[src/hw/mem_pkg.sv]
`default_nettype none

package mem_pkg;

  localparam int XLEN = 32;

  localparam int REG_ADDR_BITS = 5;

  localparam int DTIM_DEPTH = 256;

  localparam int DTIM_ADDR_BITS = 8; // word index taken from address bits 9..2

  localparam int DTIM_WAIT_CYCLES = 2; // wait states before the memory answers

  localparam int DTIM_WAIT_BITS = $clog2(DTIM_WAIT_CYCLES + 1);

  localparam logic [3:0] CAUSE_LOAD_MISALIGNED = 4'd4;

  localparam logic [3:0] CAUSE_STORE_MISALIGNED = 4'd6;

  typedef enum logic [1:0] {
    op_alu = 2'd0,
    op_load = 2'd1,
    op_store = 2'd2,
    op_fence = 2'd3
  } mem_op_t;

  // encoding 2'd3 is unused and treated as an illegal access size
  typedef enum logic [1:0] {
    size_byte = 2'd0,
    size_half = 2'd1,
    size_word = 2'd2
  } mem_size_t;

  // the read word is picked apart either byte by byte or halfword by halfword
  typedef union packed {
    logic [XLEN-1:0] word;
    logic [3:0][7:0] bytes;
    logic [1:0][15:0] halves;
  } mem_word_t;

endpackage

`default_nettype wire
[src/hw/load_format.sv]
`default_nettype none

module load_format (
  input mem_pkg::mem_word_t rdata,
  input mem_pkg::mem_size_t size,
  input logic unsigned_load,
  input logic [1:0] offset,
  output logic [31:0] ldata
);

  import mem_pkg::*;

  logic [7:0] byte_lane;
  logic [15:0] half_lane;
  logic byte_sign;
  logic half_sign;

  assign byte_lane = rdata.bytes[offset];

  assign half_lane = rdata.halves[offset[1]]; // offset[0] is zero for a legal halfword

  assign byte_sign = byte_lane[7] & ~unsigned_load;

  assign half_sign = half_lane[15] & ~unsigned_load;

  always_comb begin
    case (size)
      size_byte: begin
        ldata = {{24{byte_sign}}, byte_lane};
      end
      size_half: begin
        ldata = {{16{half_sign}}, half_lane};
      end
      default: begin
        ldata = rdata.word;
      end
    endcase
  end

endmodule

`default_nettype wire

[config.mk]
export PLATFORM = sky130hd
export DESIGN_NAME = load_format
export DESIGN_NICKNAME = d
export VERILOG_FILES = /design/src/hw/mem_pkg.sv /design/src/hw/load_format.sv
export SDC_FILE = /design/constraint.sdc
export NUM_CORES = 1
export LEC_CHECK = 0
export ABC_AREA = 1
export BUFFER_PORTS_ARGS = -buffer_cell sky130_fd_sc_hd__buf_2
export CAP_MARGIN = 20
export CORE_MARGIN = 2
export CORE_UTILIZATION = 43
export DETAILED_ROUTE_END_ITERATION = 8
export GPL_TIMING_DRIVEN = 0
export PLACE_DENSITY = 0.91
export SLEW_MARGIN = 0
export SYNTH_ARGS = -nofsm -noshare
export SYNTH_HDL_FRONTEND = slang
export SYNTH_SLANG_ARGS = --single-unit
[constraint.sdc]
create_clock -name vclk -period 1
set_input_delay 0 -clock vclk [all_inputs]
set_output_delay 0 -clock vclk [all_outputs]
set_load 0.005 [all_outputs]
==> summary.txt <==
Setup path
  – Critical path peak fanout: 7
  – Setup CP Type: input port to primary output
  – Crit path to: ldata[9]
  – Worst Setup SP: size[0]
  – WP data required: 1.00 ns
  – Crit start category: input port
  – Crit path DAT: roughly 0.93 ns
  – CP endpoint kind: primary output

Yosys
  – Synth unique cells: 23
  – Post-synthesis cell count: between 150 and 200
  – Post-Syn Area: a little over 900 µm²
  – Avg Cell Area, Syn: between 5 and 6 µm²
  – Mapped Nets: 191
  – Register area share after synthesis: 0
  – Synth warnings: 0

Run
  – Max_cap viols: 0

Timing
  – WHS: approximately 0.30 ns
  – Period utilisation layout: 0.930
  – RSZ-0062 raised after global routing: true
  – Period minus WS final: between 0.9 and 1 ns
  – Fmax: ~1.1 GHz
  – Final number of setup-violating endpoints: 0
  – Worst-Margin Slew: 0.421 ns
  – Relative slew slack: 0.720
  – Setup TNS: 0 ns
  – Fin. Hold Viols: 0
  – Slew Limit Fails: 0

Layout
  – Area delta synth->final: 46.0%
  – Commonest non-fill, non-tap cell in the layout: nand2_1
  – Area of the multi-input gates: around 780 µm²
  – Reg area: 0 µm²
  – N_diodes: 0
  – Fillers: roughly 210
  – CLK BUF: 0
  – Final nets: around 260
  – Share of cells above drive strength 1: 0.545
  – Non-Filler Instances: about 250
  – Most frequent cells in the layout: nand2_1, buf_2, nand3_2, nand2_2, o211ai_1
  – Final design utilization: 0.667
  – Sequential cells: 0

Route
  – DR pass1 iterations: 4
  – # DRC: 0
  – Routed wire length: ~2900 µm
  – Avg Vias per Cell: between 5 and 6
  – ANT nets after route: 0
  – WL/cell: 11.8 µm
  – DR vias: ~1,200
  – Initial DRC Count: 43

Power and ir drop
  – Lkg Pwr: about 0.86 nW
  – Pint: around 0.29 mW
  – Part of the power in the clock network: 0
  – Pwr Density: 447 nW/µm²
  – Sw frac: 0.508
  – VDD IR max: ~270 µV
  – Flop pwr share: 0
  – Logic pwr share: 1.000
  – Psw: roughly 0.3 mW

Global routing
  – Global-route wire length before repair: between 4000 and 5000 µm
  – GR Overflow Total: 0
  – Initial antenna violation count: 0
  – Largest net degree at the start of global routing: 11
  – GRT Util Overall: 0.231
  – Vias in the first global route: 1,116

Die
  – IO Count: between 60 and 70
  – Die Y: about 50 µm
  – Die Wd: ~50 µm
  – Die ar.: ~2500 µm²
  – Site Rows: 16
  – Starting Density: 0.457
  – Core area: roughly 2000 µm²

Placed design
  – Dpl cells: between 200 and 250
  – GP Congestion: 0.885
  – Placed wire-length estimate: between 2000 and 2500 µm
  – Port bufs: between 60 and 70

Worst hold path
  – Hold WC Path Type: input port to primary output
  – Min-delay src: rdata[8]

Outcome
  – Status: completed
[layer usage]
metal	vias to the layer above	track usage	share of wire
met4	0	0	0
met2	58	0.433	0.52
met1	560	0.310	0.41
met5	-	0	0
li1	631	-	-
met3	0	0.00606	0.069
[how the worst min path moves through the flow]
stage / slack, ns / cells after the start / endpoint
after floorplan: 0.11 / 2 / ldata[10]
after global placement: 0.30 / 4 / ldata[25]
after detailed placement: 0.30 / 4 / ldata[8]
after CTS: 0.30 / 4 / ldata[8]
after global routing: 0.32 / 4 / ldata[27]
final: 0.30 / 4 / ldata[8]
[kinds of logic after synthesis]
family / after synthesis / synth area share
buf+inv: 16 / 0.152
simple gates: 129 / 0.776
compound gates: 9 / 0.0718
[Yosys cell counts]
library cell,n,area [µm²]
buf_6,3,33.8
buf_4,1,7.51
nand2_1,75,282
o211ai_1,7,52.6
or2_0,1,6.26
or2_2,4,25.0
a22oi_1,1,7.51
inv_2,2,7.51
nor2_4,1,11.3
inv_8,1,11.3
a21oi_1,1,5.00
nand3_1,6,30.0
buf_8,1,15.0
clkbuf_1,3,11.3
nand3_2,21,210
nor2_1,2,7.51
nand2_4,1,11.3
and2_4,3,26.3
or2_1,2,12.5
and2_0,4,25.0
inv_1,3,11.3
nand2_2,9,56.3
buf_12,2,40.0
[timing repair]
item	in CTS	in global routing
endpoints found under the setup margin	0	25
resized for setup	0	7
setup buffers	0	0
hold buffers	0	0
[critical path, stage by stage]
cell and delay (ns):
buf_2 0.11, inv_4 0.09, nand2_4 0.06, nor2_2 0.10, nand2_2 0.06, nand2_2 0.08, nand2_4 0.10, clkbuf_16 0.18
nand3_2 0.05, buf_2 0.10
[power groups by stage]
stage               registers [mW]  clock network, mW  logic, mW
floorplan                        0                  0      0.334
global placement                 0                  0      0.564
detailed placement               0                  0      0.574
CTS                              0                  0      0.576
global route                     0                  0      0.660
finish                           0                  0      0.591
[area by class of cell]
class	count	area share
plain buffers	10	0.0842
inverters	6	0.0246
multi-input cells	138	0.593
well taps	27	0.0255
repair buffers	68	0.272
[through the flow]
stage	power, mW	setup slack [ns]	instance area (µm²)
2_1_floorplan	0.334	0.263	906
3_3_place_gp	0.564	0.0642	1270
3_5_place_dp	0.574	0.0506	1270
4_1_cts	0.576	0.0450	1270
5_1_grt	0.660	-0.00230	1320
6_report	0.591	0.0703	1320
(Power assumes the default switching activity.)
