--- config.mk ---
export PLATFORM = sky130hd
export DESIGN_NAME = memory_stage
export DESIGN_NICKNAME = d
export VERILOG_FILES = /design/src/hw/mem_pkg.sv /design/src/hw/memory_stage.sv
export SDC_FILE = /design/constraint.sdc
export NUM_CORES = 1
export LEC_CHECK = 0
export BUFFER_PORTS_ARGS = -buffer_cell sky130_fd_sc_hd__buf_2
export CAP_MARGIN = 25
export CORE_AREA = 2 2 156 158
export DETAILED_ROUTE_END_ITERATION = 10
export DIE_AREA = 0 0 158 160
export GPL_ROUTABILITY_DRIVEN = 1
export PLACE_DENSITY = 0.41
export SLEW_MARGIN = 20
export SYNTH_ARGS = -nofsm -noshare
export SYNTH_HDL_FRONTEND = slang
export SYNTH_SLANG_ARGS = --single-unit
--- constraint.sdc ---
create_clock -name clock -period 1.5 [get_ports clock]
set_input_delay 0.375 -clock clock [delete_from_list [all_inputs] [get_ports clock]]
set_output_delay 0.375 -clock clock [all_outputs]
set_load 0.01 [all_outputs]
--- src/hw/mem_pkg.sv ---
`default_nettype none

package mem_pkg;

  localparam int XLEN = 32;

  localparam int REG_ADDR_BITS = 5;

  localparam int DTIM_DEPTH = 256;

  localparam int DTIM_ADDR_BITS = 8; // word index taken from address bits 9..2

  localparam int DTIM_WAIT_CYCLES = 2; // wait states before the memory answers

  localparam int DTIM_WAIT_BITS = $clog2(DTIM_WAIT_CYCLES + 1);

  localparam logic [3:0] CAUSE_LOAD_MISALIGNED = 4'd4;

  localparam logic [3:0] CAUSE_STORE_MISALIGNED = 4'd6;

  typedef enum logic [1:0] {
    op_alu = 2'd0,
    op_load = 2'd1,
    op_store = 2'd2,
    op_fence = 2'd3
  } mem_op_t;

  // encoding 2'd3 is unused and treated as an illegal access size
  typedef enum logic [1:0] {
    size_byte = 2'd0,
    size_half = 2'd1,
    size_word = 2'd2
  } mem_size_t;

  // the read word is picked apart either byte by byte or halfword by halfword
  typedef union packed {
    logic [XLEN-1:0] word;
    logic [3:0][7:0] bytes;
    logic [1:0][15:0] halves;
  } mem_word_t;

endpackage

`default_nettype wire
--- src/hw/memory_stage.sv ---
`default_nettype none

module memory_stage (
  input logic clock,
  input logic reset,
  input logic clear,
  input logic e_valid,
  input mem_pkg::mem_op_t e_op,
  input mem_pkg::mem_size_t e_size,
  input logic e_unsigned,
  input logic [31:0] e_address,
  input logic [mem_pkg::REG_ADDR_BITS-1:0] e_waddr,
  input logic e_wren,
  input logic [mem_pkg::XLEN-1:0] e_wdata,
  input logic [31:0] e_pc,
  input logic [31:0] st_wdata,
  input logic [3:0] st_wstrb,
  input logic st_misaligned,
  input logic [31:0] ld_data,
  input logic mem_ready,
  output logic mem_valid,
  output logic mem_write,
  output logic mem_fence,
  output logic [31:0] mem_addr,
  output logic [31:0] mem_wdata,
  output logic [3:0] mem_wstrb,
  output logic stall,
  output logic fwd_wren,
  output logic [mem_pkg::REG_ADDR_BITS-1:0] fwd_waddr,
  output logic [mem_pkg::XLEN-1:0] fwd_wdata,
  output logic wb_valid,
  output logic wb_wren,
  output logic [mem_pkg::REG_ADDR_BITS-1:0] wb_waddr,
  output logic [mem_pkg::XLEN-1:0] wb_wdata,
  output logic exc_valid,
  output logic [3:0] exc_cause,
  output logic [31:0] exc_tval,
  output logic [31:0] exc_epc
);

  import mem_pkg::*;

  logic is_load;
  logic is_store;
  logic is_fence;
  logic bad_encoding;
  logic misaligned;
  logic access;
  logic wren;
  logic [XLEN-1:0] result;
  logic next_valid;
  logic next_exception;

  assign is_load = e_valid && (e_op == op_load);
  assign is_store = e_valid && (e_op == op_store);
  assign is_fence = e_valid && (e_op == op_fence);

  // an undefined size, an unsigned store or an unsigned word load has no
  // legal alignment and traps the same way
  assign bad_encoding = !(e_size inside {size_byte, size_half, size_word}) ||
                        (e_unsigned && (e_op == op_store || e_size == size_word));

  assign misaligned = (is_load | is_store) & (st_misaligned | bad_encoding);

  assign access = (is_load | is_store | is_fence) & ~misaligned;

  assign mem_valid = access & ~clear; // a flush withdraws the request and restarts the wait
  assign mem_write = is_store;
  assign mem_fence = is_fence;
  assign mem_addr = e_address;
  assign mem_wdata = st_wdata;
  assign mem_wstrb = is_store ? st_wstrb : 4'b0000;

  assign stall = access & ~mem_ready & ~clear;

  assign result = is_load ? ld_data : e_wdata;

  assign wren = e_valid & e_wren & ~misaligned;

  // load data is only meaningful in the ready cycle
  assign fwd_wren = wren & ~stall;
  assign fwd_waddr = e_waddr;
  assign fwd_wdata = result;

  assign next_valid = e_valid & ~misaligned & ~stall & ~clear;

  assign next_exception = misaligned & ~clear;

  always_ff @(posedge clock) begin
    if (reset == 1'b0) begin
      wb_valid <= 1'b0;
      wb_wren <= 1'b0;
      exc_valid <= 1'b0;
    end else begin
      wb_valid <= next_valid;
      wb_wren <= next_valid & wren;
      exc_valid <= next_exception;
    end
  end

  always_ff @(posedge clock) begin
    wb_waddr <= e_waddr;
    wb_wdata <= result;
    exc_cause <= is_store ? CAUSE_STORE_MISALIGNED : CAUSE_LOAD_MISALIGNED;
    exc_tval <= e_address;
    exc_epc <= e_pc;
  end

endmodule

`default_nettype wire

==> summary.txt <==
Outcome
  – Status: complete, but fails checks
  – Violated checks: negative setup slack

Drt
  – Total iterations of the first detailed-routing run: 4
  – Vias/cell: roughly 3.2
  – Number of routed nets with antenna violations: 0
  – Wire per inst: around 14 µm
  – Drt initial violations: 87
  – DRC Markers: 0
  – Via Count: between 2000 and 3000
  – DRT Wirelength: 12.0 mm

Layout
  – Reg area: approximately 0.0021 mm²
  – Area Growth Syn to Fin: 70.4%
  – Share of layout cells above drive strength 1: a little under 80%
  – Nets: just over 700
  – Non-Filler Instances: about 860
  – Number of fill cells in the layout: between 2000 and 3000
  – Multi-input logic area: about 750 µm²

Clock network
  – Clk sinks: ~110
  – Total CTS buffers: 9
  – Clock Pin Slew Worst Setup and Hold Paths: ~0.08 ns
  – Clock buffer depth: 2
  – CTS tree: done
  – H-tree depth: 3
  – # hold bufs at CTS: 0
  – Root Buffer: clkbuf_16

Worst setup path
  – CP max FO: 6
  – Startpoint types: primary input
  – Crit path kind: primary input to output pin
  – CP arrival: between 1 and 1.5 ns
  – Worst setup path startpoint: e_size[1]
  – Crit path capture: mem_valid
  – CP required: 1.12 ns
  – CP Capture Type: output pin

Timing
  – # setup viols final: 35
  – Hold Vio Cnt, Final: 0
  – Unrepaired setup endpoints after global routing: true
  – Fin crit share: 118%
  – Hold WS: approximately 0.12 ns
  – Worst setup margin: -0.272 ns
  – Count of pins over their slew limit: 0
  – Fmax: ~560 MHz
  – Post-layout min period: ~1.8 ns

Placed design
  – GPL Wtd Cong: roughly 0.71
  – IO buf count: about 330
  – Dpl cells: about 840
  – Hpwl dp: ~9.7 mm

Floorplan
  – Core Rows: between 50 and 60
  – Die area: approximately 0.025 mm²
  – Core box area: between 0.02 and 0.025 mm²
  – Die Wd: 158 µm
  – Initial Util: roughly 14%
  – # IOs: 399
  – Chip height: roughly 160 µm

Global route
  – Initial antenna violation count: 2
  – First-pass GRT wire length: about 16 mm
  – Gr ovfl total: 0
  – Largest net degree at the start of global routing: 19
  – Vias in the first global route: approximately 2700
  – All-Layer GR Usage: approximately 8.8%

Flow run
  – Max-cap violation count: 0

Logic synthesis
  – Yosys reg bits: approximately 110
  – Gate Count Post-Synth: approximately 240
  – Top cell type's share of synthesized area: about 63%
  – Ys flop type: dfxtp_1
  – Sequential area share after synthesis: between 60% and 70%
  – Cell Area, Synth: 0.00333 mm²
  – Area leader, netlist: dfxtp_1
  – Most common cell in the netlist: dfxtp_1
  – Main area contributors after synthesis: dfxtp_1, buf_4, mux2_4
  – Ys Warns: 0
  – Syn avg cell area: 13.9 µm²
  – Async set-reset flop share out of synthesis: 0%
  – Cell variety after synth: 22
  – EDFF count, synth: 0
  – Commonest cells post-synth: dfxtp_1, buf_4, mux2_4, and2_1

Pwr
  – Peak supply drop: roughly 0.44 mV
  – Leakage: a little under 3 nW
  – P per Cell Area: between 1000 and 1500 mW/mm²

Min path
  – Hold crit path type: primary input to register
report_power, final:
group	total [mW]	switching (mW)	internal (mW)	leakage, nW
clock network	2.23	1.10	1.14	0.129
registers	2.99	0.0376	2.95	0.885
logic	1.03	0.465	0.569	1.92
total	6.26	1.60	4.66	2.93
through the flow:
stage	cell area [µm²]	total power, mW	setup WS (ns)	setup TNS (ns)	util (%)
after floorplan	3380	3.56	-0.0255	-0.430	-
after global placement	5010	3.97	-0.361	-11.89	21.0
after detailed placement	5010	3.97	-0.348	-11.62	21.0
after CTS	5640	6.42	-0.282	-9.06	23.7
after global routing	5680	6.61	-0.310	-10.27	23.8
final	5680	6.26	-0.272	-8.53	23.8
cell type report:
type / count / area share (%)
Tap cell: 324 / 7.14
Inverter: 1 / 0.0661
Multi-Input combinational cell: 59 / 13.3
Sequential cell: 105 / 37.0
Antenna cell: 1 / 0.0441
Clock buffer: 9 / 3.97
Timing Repair Buffer: 353 / 37.6
Clock inverter: 6 / 0.881
metal layers:
metal | track usage [%] | vias to the layer above | wire length [µm]
met5 | 0 | - | 11
li1 | - | 1280 | -
met1 | 8.26 | 1220 | 4030
met2 | 16.6 | 200 | 6250
met3 | 3.69 | 34 | 1380
met4 | 3.64 | 2 | 332
placed cells by master, fill, tap and decap left out, types with 2 or more instances in the layout:
cell type	n
buf_2	293
dfxtp_1	105
buf_6	39
mux2_4	32
buf_4	16
clkbuf_16	9
and2_1	3
conb_1	3
inv_6	3
nor2_4	2
a2111oi_1	2
clkinvlp_4	2
buf_16	2
buf_12	2
registers in the layout, indices dropped and copies added, names as in the netlist:
signal / flops
exc_cause: 1
exc_epc: 32
exc_tval: 32
wb_wren: 1
wb_wdata: 32
exc_valid: 1
wb_valid: 1
wb_waddr: 5
logic make-up (layout without fill, tap and decap cells):
group                  after synthesis  count (layout)  share of synthesized area [%]
flip-flops                         105             105                           63.1
AND/OR/NAND/NOR                     17              17                           3.34
AO/OA/AOI/OAI                        7               7                           1.80
multiplexers                        32              32                           14.2
buffers and inverters               76             369                           17.3
other                                2               4                          0.225
how the worst min path moves through the flow:
stage,to,cells past startpoint,startpoint
finish,exc_epc[14]$_DFF_P_,1,e_pc[14]
global route,exc_epc[8]$_DFF_P_,1,e_pc[8]
global placement,exc_epc[5]$_DFF_P_,1,e_pc[5]
CTS,exc_epc[26]$_DFF_P_,1,e_pc[26]
detailed placement,exc_epc[6]$_DFF_P_,1,e_pc[6]
floorplan,exc_epc[0]$_DFF_P_,0,e_pc[0]
repair_timing:
action,4_1_cts,5_1_grt
endpoints found under the hold margin,0,0
buffers inserted,0,3
setup endpoints to repair,39,39
cloned,2,0
gates resized for setup,60,3
pin swaps,5,3
critical path, stage by stage:
cell       delay, ns
buf_6           0.10
or2_0           0.21
a21o_2          0.26
a2111oi_4       0.28
buf_2           0.18
Power figures use the tool's default switching activity.
