<file path="src/hw/mem_pkg.sv">
`default_nettype none

package mem_pkg;

  localparam int XLEN = 32;

  localparam int REG_ADDR_BITS = 5;

  localparam int DTIM_DEPTH = 256;

  localparam int DTIM_ADDR_BITS = 8; // word index taken from address bits 9..2

  localparam int DTIM_WAIT_CYCLES = 2; // wait states before the memory answers

  localparam int DTIM_WAIT_BITS = $clog2(DTIM_WAIT_CYCLES + 1);

  localparam logic [3:0] CAUSE_LOAD_MISALIGNED = 4'd4;

  localparam logic [3:0] CAUSE_STORE_MISALIGNED = 4'd6;

  typedef enum logic [1:0] {
    op_alu = 2'd0,
    op_load = 2'd1,
    op_store = 2'd2,
    op_fence = 2'd3
  } mem_op_t;

  // encoding 2'd3 is unused and treated as an illegal access size
  typedef enum logic [1:0] {
    size_byte = 2'd0,
    size_half = 2'd1,
    size_word = 2'd2
  } mem_size_t;

  // the read word is picked apart either byte by byte or halfword by halfword
  typedef union packed {
    logic [XLEN-1:0] word;
    logic [3:0][7:0] bytes;
    logic [1:0][15:0] halves;
  } mem_word_t;

endpackage

`default_nettype wire
</file>
<file path="src/hw/store_format.sv">
`default_nettype none

module store_format (
  input mem_pkg::mem_size_t size,
  input logic [31:0] address,
  input logic [31:0] sdata,
  output logic [31:0] wdata,
  output logic [3:0] wstrb,
  output logic misaligned
);

  import mem_pkg::*;

  logic [1:0] offset;

  assign offset = address[1:0];

  always_comb begin
    case (size)
      size_byte: begin
        wdata = {4{sdata[7:0]}}; // every lane carries the byte, the strobe picks one
        wstrb = 4'b0001 << offset;
        misaligned = 1'b0;
      end
      size_half: begin
        wdata = {2{sdata[15:0]}};
        wstrb = offset[1] ? 4'b1100 : 4'b0011;
        misaligned = offset[0];
      end
      size_word: begin
        wdata = sdata;
        wstrb = 4'b1111;
        misaligned = |offset;
      end
      default: begin
        wdata = sdata;
        wstrb = 4'b0000;
        misaligned = 1'b0; // undefined sizes are caught by the stage
      end
    endcase
  end

endmodule

`default_nettype wire

</file>
<file path="config.mk">
export PLATFORM = sky130hd
export DESIGN_NAME = store_format
export DESIGN_NICKNAME = d
export VERILOG_FILES = /design/src/hw/mem_pkg.sv /design/src/hw/store_format.sv
export SDC_FILE = /design/constraint.sdc
export NUM_CORES = 1
export LEC_CHECK = 0
export BUFFER_PORTS_ARGS = -buffer_cell sky130_fd_sc_hd__buf_2
export CAP_MARGIN = 20
export CORE_MARGIN = 2
export CORE_UTILIZATION = 30
export DETAILED_ROUTE_END_ITERATION = 8
export GPL_TIMING_DRIVEN = 1
export PLACE_DENSITY = 0.86
export SLEW_MARGIN = 20
export SYNTH_ARGS = -nofsm -noshare
export SYNTH_HDL_FRONTEND = slang
export SYNTH_SLANG_ARGS = --single-unit
</file>
<file path="constraint.sdc">
create_clock -name vclk -period 2.8
set_input_delay 0.14 -clock vclk [all_inputs]
set_output_delay 0.14 -clock vclk [all_outputs]
set_load 0.1 [all_outputs]
</file>
==> metrics.yaml, run 1 <==
initial_core_util_pct: 31.4
first_global_vias: 838
drive_gt1_share_pct: 49.1
fin_util_pct: 46.4
drtPass1Iterations: 4
status: "finished clean"
viasPerCell: 4.80
die_y_um: 49.1
peakVddDrop_mv: 0.239
grt_start_max_net_pins: 17
synthCells: 102
die_area_um2: 2410
critPathKind: "in2out"
clock_buffer_count: 0
cp_common_cell: "buf_2"
seq_area_um2: 0
powerDensity_nw_per_um2: 551
layout_setup_ws_ns: 0.790
cp.required_ns: 2.66
cts_hold_buf: 0
max-slew-margin-rel_pct: 58.6
coreArea_um2: 1940
min_period_ns: 2.01
clock.fmax_ghz: 0.497
final_cell_mix: "buf_2, nand2_1, nor2_1"
design.seq.count: 0
post_cts_buffers: 0
crit_fanout: 16
critPathMaxStageDelay_ns: 0.54
drt_iter0_markers: 12
maxSlewViolCount: 0
setup_viol: 0
final_common_cell: "buf_2"
num_vias: 912
worstMarginPinSlew_ns: 0.621
cap_violations: 0
yosysSeqAreaShare_pct: 0
synth_area_um2: 609
syn_to_final_growth_pct: 47.8
crit_slowest_cell: "or2_1"
min_path_type: "in2out"
nNetsFinal: 236
power_mw: 0.497
grt_pass1_wl_mm: 3.40
worstPathArrival_ns: 1.87
portBuffers: 73
syn_area_per_cell_um2: 5.97
p_leak_nw: 0.531
crit_path_start_kind: "input pin"
setup_tns_ns: 0
post_cts_resized: 0
post_drt_wl_per_cell_um: 10.7
wl_mm: 2.04
gp_congestion: 0.745
post-route-drc-count: 0
gr-total-overflow: 0
die_x_um: 49.1
critPathCaptureType: "output pin"
synth.net_count: 173
antenna_left: 0
rsz0062_at_grt: "false"
place_ws_ns: 0.794
hold_viol: 0
yosysUniqueCellTypes: 21
yosys_warnings: 0
finalCritPeriodShare_pct: 71.8
antenna_found_initial: 0
num_rows: 16
io_pins: 103
dp_hpwl_mm: 1.71
num_antenna_cells: 0
track_usage_pct: 16.5
crit_chain: "buf_2 > inv_1 > ha_1 > or2_1 > nor2_1 > a21oi_1 > buf_2"
==> kinds of logic after synthesis <==
kind of cell               count (synthesis)  share of synthesized area (%)
adders and majority gates                  5                           10.3
buffers and inverters                     16                           20.1
and+or+nand+nor                           44                           31.4
AOI/OAI and AO/OA                         37                           38.2
==> through the flow <==
step                      area (µm²)  hold WS, ns  std cells
after floorplan                  609        0.492        102
after global placement           901        0.674        190
final                            901        0.673        190
after detailed placement         901        0.675        190
after CTS                        901        0.675        190
after global routing             901        0.687        190
==> per-layer routing <==
metal	GRT usage, %	part of all wire [%]
met4	0	0
met5	0	0
met1	19.8	41
met3	2.45	10
met2	32.2	49
==> area by class of cell <==
type                       instances  area, µm²
fill                             249       1040
multi-input combinational         86        487
timing repair buffer              73        365
tap                               27       33.8
inverter                           4       15.0
==> cell usage after synthesis <==
library cell	instances	area share, %
inv_1	4	2.5
buf_2	1	0.82
o21ai_0	9	7.4
nand2_1	19	12
nor2b_1	1	1.0
nor2_1	17	10
a211oi_1	1	1.2
a21oi_1	14	11
or2_1	1	1.0
a21oi_2	2	2.9
a22o_1	8	11
ha_1	5	10
buf_4	8	9.9
nor3_1	1	0.82
buf_12	1	3.3
nand2b_4	1	2.3
a21o_1	1	1.2
o21bai_1	1	1.2
buf_6	2	3.7
nor2_2	4	4.1
a21boi_0	1	1.2
==> worst paths after layout <==
path  depth (start not counted)         to      from  slack (ns)
min                           2   wdata[2]  sdata[2]        0.67
max                           7  wdata[13]   size[0]        0.79
==> worst max-delay path: cells and delay by family <==
kind / cells / cell delay, ns
buffers and inverters: 3 / 0.66
AND/OR/NAND/NOR: 2 / 0.62
adder cells (fa/ha/maj): 1 / 0.29
AO/OA/AOI/OAI: 1 / 0.15
==> power breakdown <==
group	internal (mW)	leakage [nW]	switching, mW
sequential	0	0	0
clock	0	0	0
combinational	0.0808	0.531	0.416
No activity file was read; power rests on OpenSTA's default activity.
==> run 2, diff against run 1 <==
CORE_UTILIZATION = 26   (was 30)
PLACE_DENSITY = 0.79   (was 0.86)
clock period = 1.8 ns   (was 2.8 ns; I/O delays follow)
==> run 2 against run 1 <==
  * Wire length grew 7.6%
  * Non-clock buffer count up 3
  * Cell area is 52% higher
  * Setup slack lost 0.53 ns
  * Via count decreased by 1.5%
  * First-iteration DRC count shrank 33%
  * Total power increased by 100%
  * Cell count rose by 2.1%
  * Sequential cell count unchanged
  * Utilization up 16 points
  * Global-route usage fell by 0.46 points
  * Hold slack got worse by 0.099 ns
  * Critical path type unchanged
  * Critical endpoint is now wdata[22]
==> metrics.yaml, run 2 (synthesis results as in run 1) <==
power_mw: 1.01  # +100%
die_area_um2: 2750  # +14%
viasPerCell: 4.63  # -3.6%
final_cell_mix: "buf_2, buf_12, nand2_1"
final_common_cell: "buf_2"
portBuffers: 73  # unchanged
worstPathArrival_ns: 1.45  # -0.42 ns
die_x_um: 52.4  # +6.8%
postLayoutCellArea_um2: 1370  # +52%
gp_congestion: 0.769  # +3.2%
critPathCaptureType: "output pin"
min_period_ns: 1.54
num_rows: 17  # +1
max-slew-margin-rel_pct: 67.4  # +8.8 points
maxSlewViolCount: 0  # unchanged
design.seq.count: 0  # unchanged
multi_input_area_um2: 544  # +12%
antenna_found_initial: 0  # unchanged
min_path_type: "in2out"
nNetsFinal: 239  # +1.3%
crit_path_start_kind: "input pin"
whs_ns: 0.574  # -0.0993 ns
hold_viol: 0  # unchanged
post_cts_buffers: 0  # unchanged
place_ws_ns: 0.247  # -0.547 ns
setup_viol: 0  # unchanged
wl_mm: 2.19  # +7.6%
peakVddDrop_mv: 0.423  # +77%
coreArea_um2: 2210  # +14%
post_cts_resized: 0  # unchanged
rsz0062_at_grt: "false"
drt_iter0_markers: 8  # -4
cts_hold_buf: 0  # unchanged
seq_area_um2: 0  # unchanged
clock_buffer_count: 0  # unchanged
dp_hpwl_mm: 1.95  # +14%
post_drt_wl_per_cell_um: 11.3  # +5.4%
post-route-drc-count: 0  # unchanged
antenna_left: 0  # unchanged
layout_setup_ws_ns: 0.264  # -0.526 ns
powerDensity_nw_per_um2: 738  # +34%
crit_chain: "buf_2 > inv_1 > ha_1 > inv_1 > nand2_1 > a22o_1 > buf_12"
critPathKind: "in2out"
cap_violations: 0  # unchanged
drtPass1Iterations: 4  # unchanged
grt_pass1_wl_mm: 3.51  # +3.3%
gr-total-overflow: 0  # unchanged
num_antenna_cells: 0  # unchanged
worstMarginPinSlew_ns: 0.492  # -0.129 ns
fillers: 207  # -17%
fin_util_pct: 62.0  # +16 points
first_global_vias: 809  # -3.5%
clock.fmax_ghz: 0.651
crit_slowest_cell: "ha_1"
cp.required_ns: 1.71  # -0.95 ns
finalCritPeriodShare_pct: 85.3
num_vias: 898  # -1.5%
critPathMaxStageDelay_ns: 0.27  # -0.27 ns
io_pins: 103  # unchanged
syn_to_final_growth_pct: 125
status: "finished clean"
p_leak_nw: 0.678  # +28%
cp_common_cell: "inv_1"
grt_start_max_net_pins: 17  # unchanged
track_usage_pct: 16.1  # -0.46 points
die_y_um: 52.4  # +6.8%
dpl_cell_area_um2: 1370  # +52%
initial_core_util_pct: 27.5  # -3.8 points
drive_gt1_share_pct: 59.6  # +11 points
crit_fanout: 9  # -7
-- run 2: changes by cell type in the layout (fill, tap and decap cells not counted), moves of 3 or more --
cell     before  now
buf_12        0   26
buf_2        73   47
a21oi_1      14    0
a21oi_2       2   16
buf_4         0    3
-- run 2: critical path, delay by kind of cell --
family          cells  cell delay [ns]
buf+inv             4             0.57
simple gates        1             0.27
fa+ha+maj           1             0.27
compound gates      1             0.23
-- run 2: path summary, 6_finish.rpt --
kind | start | endpoint | slack [ns] | depth (start not counted)
setup / recovery | size[1] | wdata[22] | 0.26 | 7
hold / removal | sdata[7] | wdata[7] | 0.57 | 2
-- run 2: cell type report --
cell class                      instances  area share (%)
Timing Repair Buffer                   76            56.7
Multi-Input combinational cell         86            39.7
Tap cell                               28            2.55
Inverter                                4            1.09
-- run 2: per-layer routing --
layer / vias up / wire [µm] / global-route usage [%]
met5: - / 0 / 0
met4: 0 / 19 / 1.28
met1: 388 / 879 / 19.0
met3: 2 / 169 / 1.71
li1: 468 / - / -
met2: 40 / 1130 / 31.5
-- run 2: where the power goes --
| part | switching [mW] | total, mW | leakage, nW | internal, mW |
|---|---|---|---|---|
| logic | 0.697 | 1.01 | 0.678 | 0.316 |
| registers | 0 | 0 | 0 | 0 |
| clock network | 0 | 0 | 0 | 0 |
| total | 0.697 | 1.01 | 0.678 | 0.316 |
-- run 2: metrics by stage --
stage | instances | TNS, ns
2_1_floorplan | 102 | -0.649
3_3_place_gp | 194 | 0
4_1_cts | 194 | 0
6_report | 194 | 0
5_1_grt | 194 | 0
3_5_place_dp | 194 | 0
==> run 3, diff against run 2 <==
CELL_PAD_IN_SITES_DETAIL_PLACEMENT = 1   (was default)
CELL_PAD_IN_SITES_GLOBAL_PLACEMENT = 2   (was default)
CORE_MARGIN = default   (was 2)
CORE_UTILIZATION = 10   (was 26)
PLACE_DENSITY = 0.81   (was 0.79)
==> run 3 against run 2 <==
  * Global-route usage shrank 7.9 points
  * Utilization shrank 38 points
  * Count of clock-buffer cells in the layout is the same
  * Hold slack gained 0.0040 ns
  * Critical path type unchanged
  * Critical endpoint is now wdata[20]
  * Highest routed layer is now met3
==> metrics.yaml, run 3 (synthesis results as in run 1) <==
dp_hpwl_mm: 2.50  # +28%
min_period_ns: 1.60  # +0.0658 ns
min_path_type: "in2out"
drive_gt1_share_pct: 59.6  # unchanged
hold_viol: 0  # unchanged
pwr-share-clk_pct: 0  # unchanged
rsz0062_at_grt: "false"
nNetsFinal: 239  # unchanged
antenna_left: 0  # unchanged
clock_buffer_count: 0  # unchanged
worstPathArrival_ns: 1.51  # +0.06 ns
wl_mm: 2.79  # +27%
track_usage_pct: 8.19  # -7.9 points
portBuffers: 73  # unchanged
die_y_um: 80.1  # +53%
setup_viol: 0  # unchanged
p_leak_nw: 0.678  # about the same
seq_area_um2: 0  # unchanged
critPathCaptureType: "output pin"
clock.fmax_ghz: 0.624  # -4.1%
num_rows: 28  # +11
cp.required_ns: 1.71  # about the same
initial_core_util_pct: 10.4  # -17 points
first_global_vias: 887  # +9.6%
worstMarginPinSlew_ns: 0.580  # +0.0880 ns
grt_pass1_wl_mm: 4.17  # +19%
io_pins: 103  # unchanged
gp_congestion: 0.676  # -12%
swShare_pct: 69.0  # +0.25 points
viasPerCell: 3.80  # -18%
post-route-drc-count: 0  # unchanged
grt_start_max_net_pins: 17  # unchanged
post_drt_wl_per_cell_um: 11.6  # +2.6%
syn_to_final_growth_pct: 135
worstHoldStart: "sdata[2]"
num_vias: 917  # +2.1%
post_cts_resized: 0  # unchanged
final_cell_mix: "buf_2, buf_12, nand2_1"
internal_power_mw: 0.316  # -0.18%
peakVddDrop_mv: 0.216  # -49%
die_area_um2: 6410  # +130%
maxSlewViolCount: 0  # unchanged
design.seq.count: 0  # unchanged
hold_end: "wdata[2]"
crit_fanout: 8  # -1
coreArea_um2: 5890  # +170%
powerDensity_nw_per_um2: 712  # -3.5%
final_common_cell: "buf_2"
holdPathStages: 2  # unchanged
finalCritPeriodShare_pct: 89.0  # +3.7 points
setup_tns_ns: 0  # unchanged
num_antenna_cells: 0  # unchanged
drt_iter0_markers: 12  # +4
gr-total-overflow: 0  # unchanged
critPathKind: "in2out"
p_seq_share_pct: 0  # unchanged
drtPass1Iterations: 6  # +2
crit_path_start_kind: "input pin"
power_mw: 1.02  # +0.63%
die_x_um: 80.1  # +53%
antenna_found_initial: 0  # unchanged
max-slew-margin-rel_pct: 61.2  # -6.2 points
post_cts_buffers: 0  # unchanged
status: "finished clean"
p_comb_share_pct: 100.0  # about the same
switching_power_mw: 0.703  # +0.99%
cts_hold_buf: 0  # unchanged
cap_violations: 0  # unchanged
run 3: cell counts in the layout (fill, tap and decap cells not counted):
Identical to the previous run, type by type.
run 3: cell type report:
| class | count | area (µm²) |
|---|---|---|
| tap | 75 | 93.8 |
| inverter | 4 | 15.0 |
| timing repair buffer | 76 | 778 |
| multi-input combinational | 86 | 544 |
| fill | 734 | 4450 |
run 3: layer usage:
| metal | GRT usage, % | routed length [µm] |
|---|---|---|
| met5 | 0 | 0 |
| met2 | 16.0 | 1460 |
| met3 | 0.455 | 120 |
| met4 | 0 | 0 |
| met1 | 10.3 | 1220 |
run 3: power groups by stage:
stage / Combinational (mW) / Sequential [mW] / Clock, mW
final: 1.02 / 0 / 0
after global routing: 1.05 / 0 / 0
after CTS: 1.03 / 0 / 0
after detailed placement: 1.03 / 0 / 0
after global placement: 1.02 / 0 / 0
after floorplan: 0.690 / 0 / 0
run 3: worst max-delay path, cell delays in order:
cell	delay, ns
buf_2	0.10
inv_1	0.07
ha_1	0.28
nor2_1	0.48
a22o_1	0.29
buf_12	0.18
run 3: worst max-delay path by stage:
stage,from,endpoint,slack [ns]
global route,size[0],wdata[22],0.07
CTS,size[0],wdata[20],0.13
global placement,size[0],wdata[19],0.16
detailed placement,size[0],wdata[20],0.13
finish,size[0],wdata[20],0.20
floorplan,size[0],wstrb[0],-0.22
run 3: through the flow:
stage | area (µm²) | util (%) | hold slack (ns) | cells | worst slack (ns)
2_1_floorplan | 667 | - | 0.392 | 102 | -0.220
3_3_place_gp | 1430 | 24.3 | 0.577 | 241 | 0.159
3_5_place_dp | 1430 | 24.3 | 0.577 | 241 | 0.128
4_1_cts | 1430 | 24.3 | 0.579 | 241 | 0.132
5_1_grt | 1430 | 24.3 | 0.589 | 241 | 0.0731
6_report | 1430 | 24.3 | 0.578 | 241 | 0.198
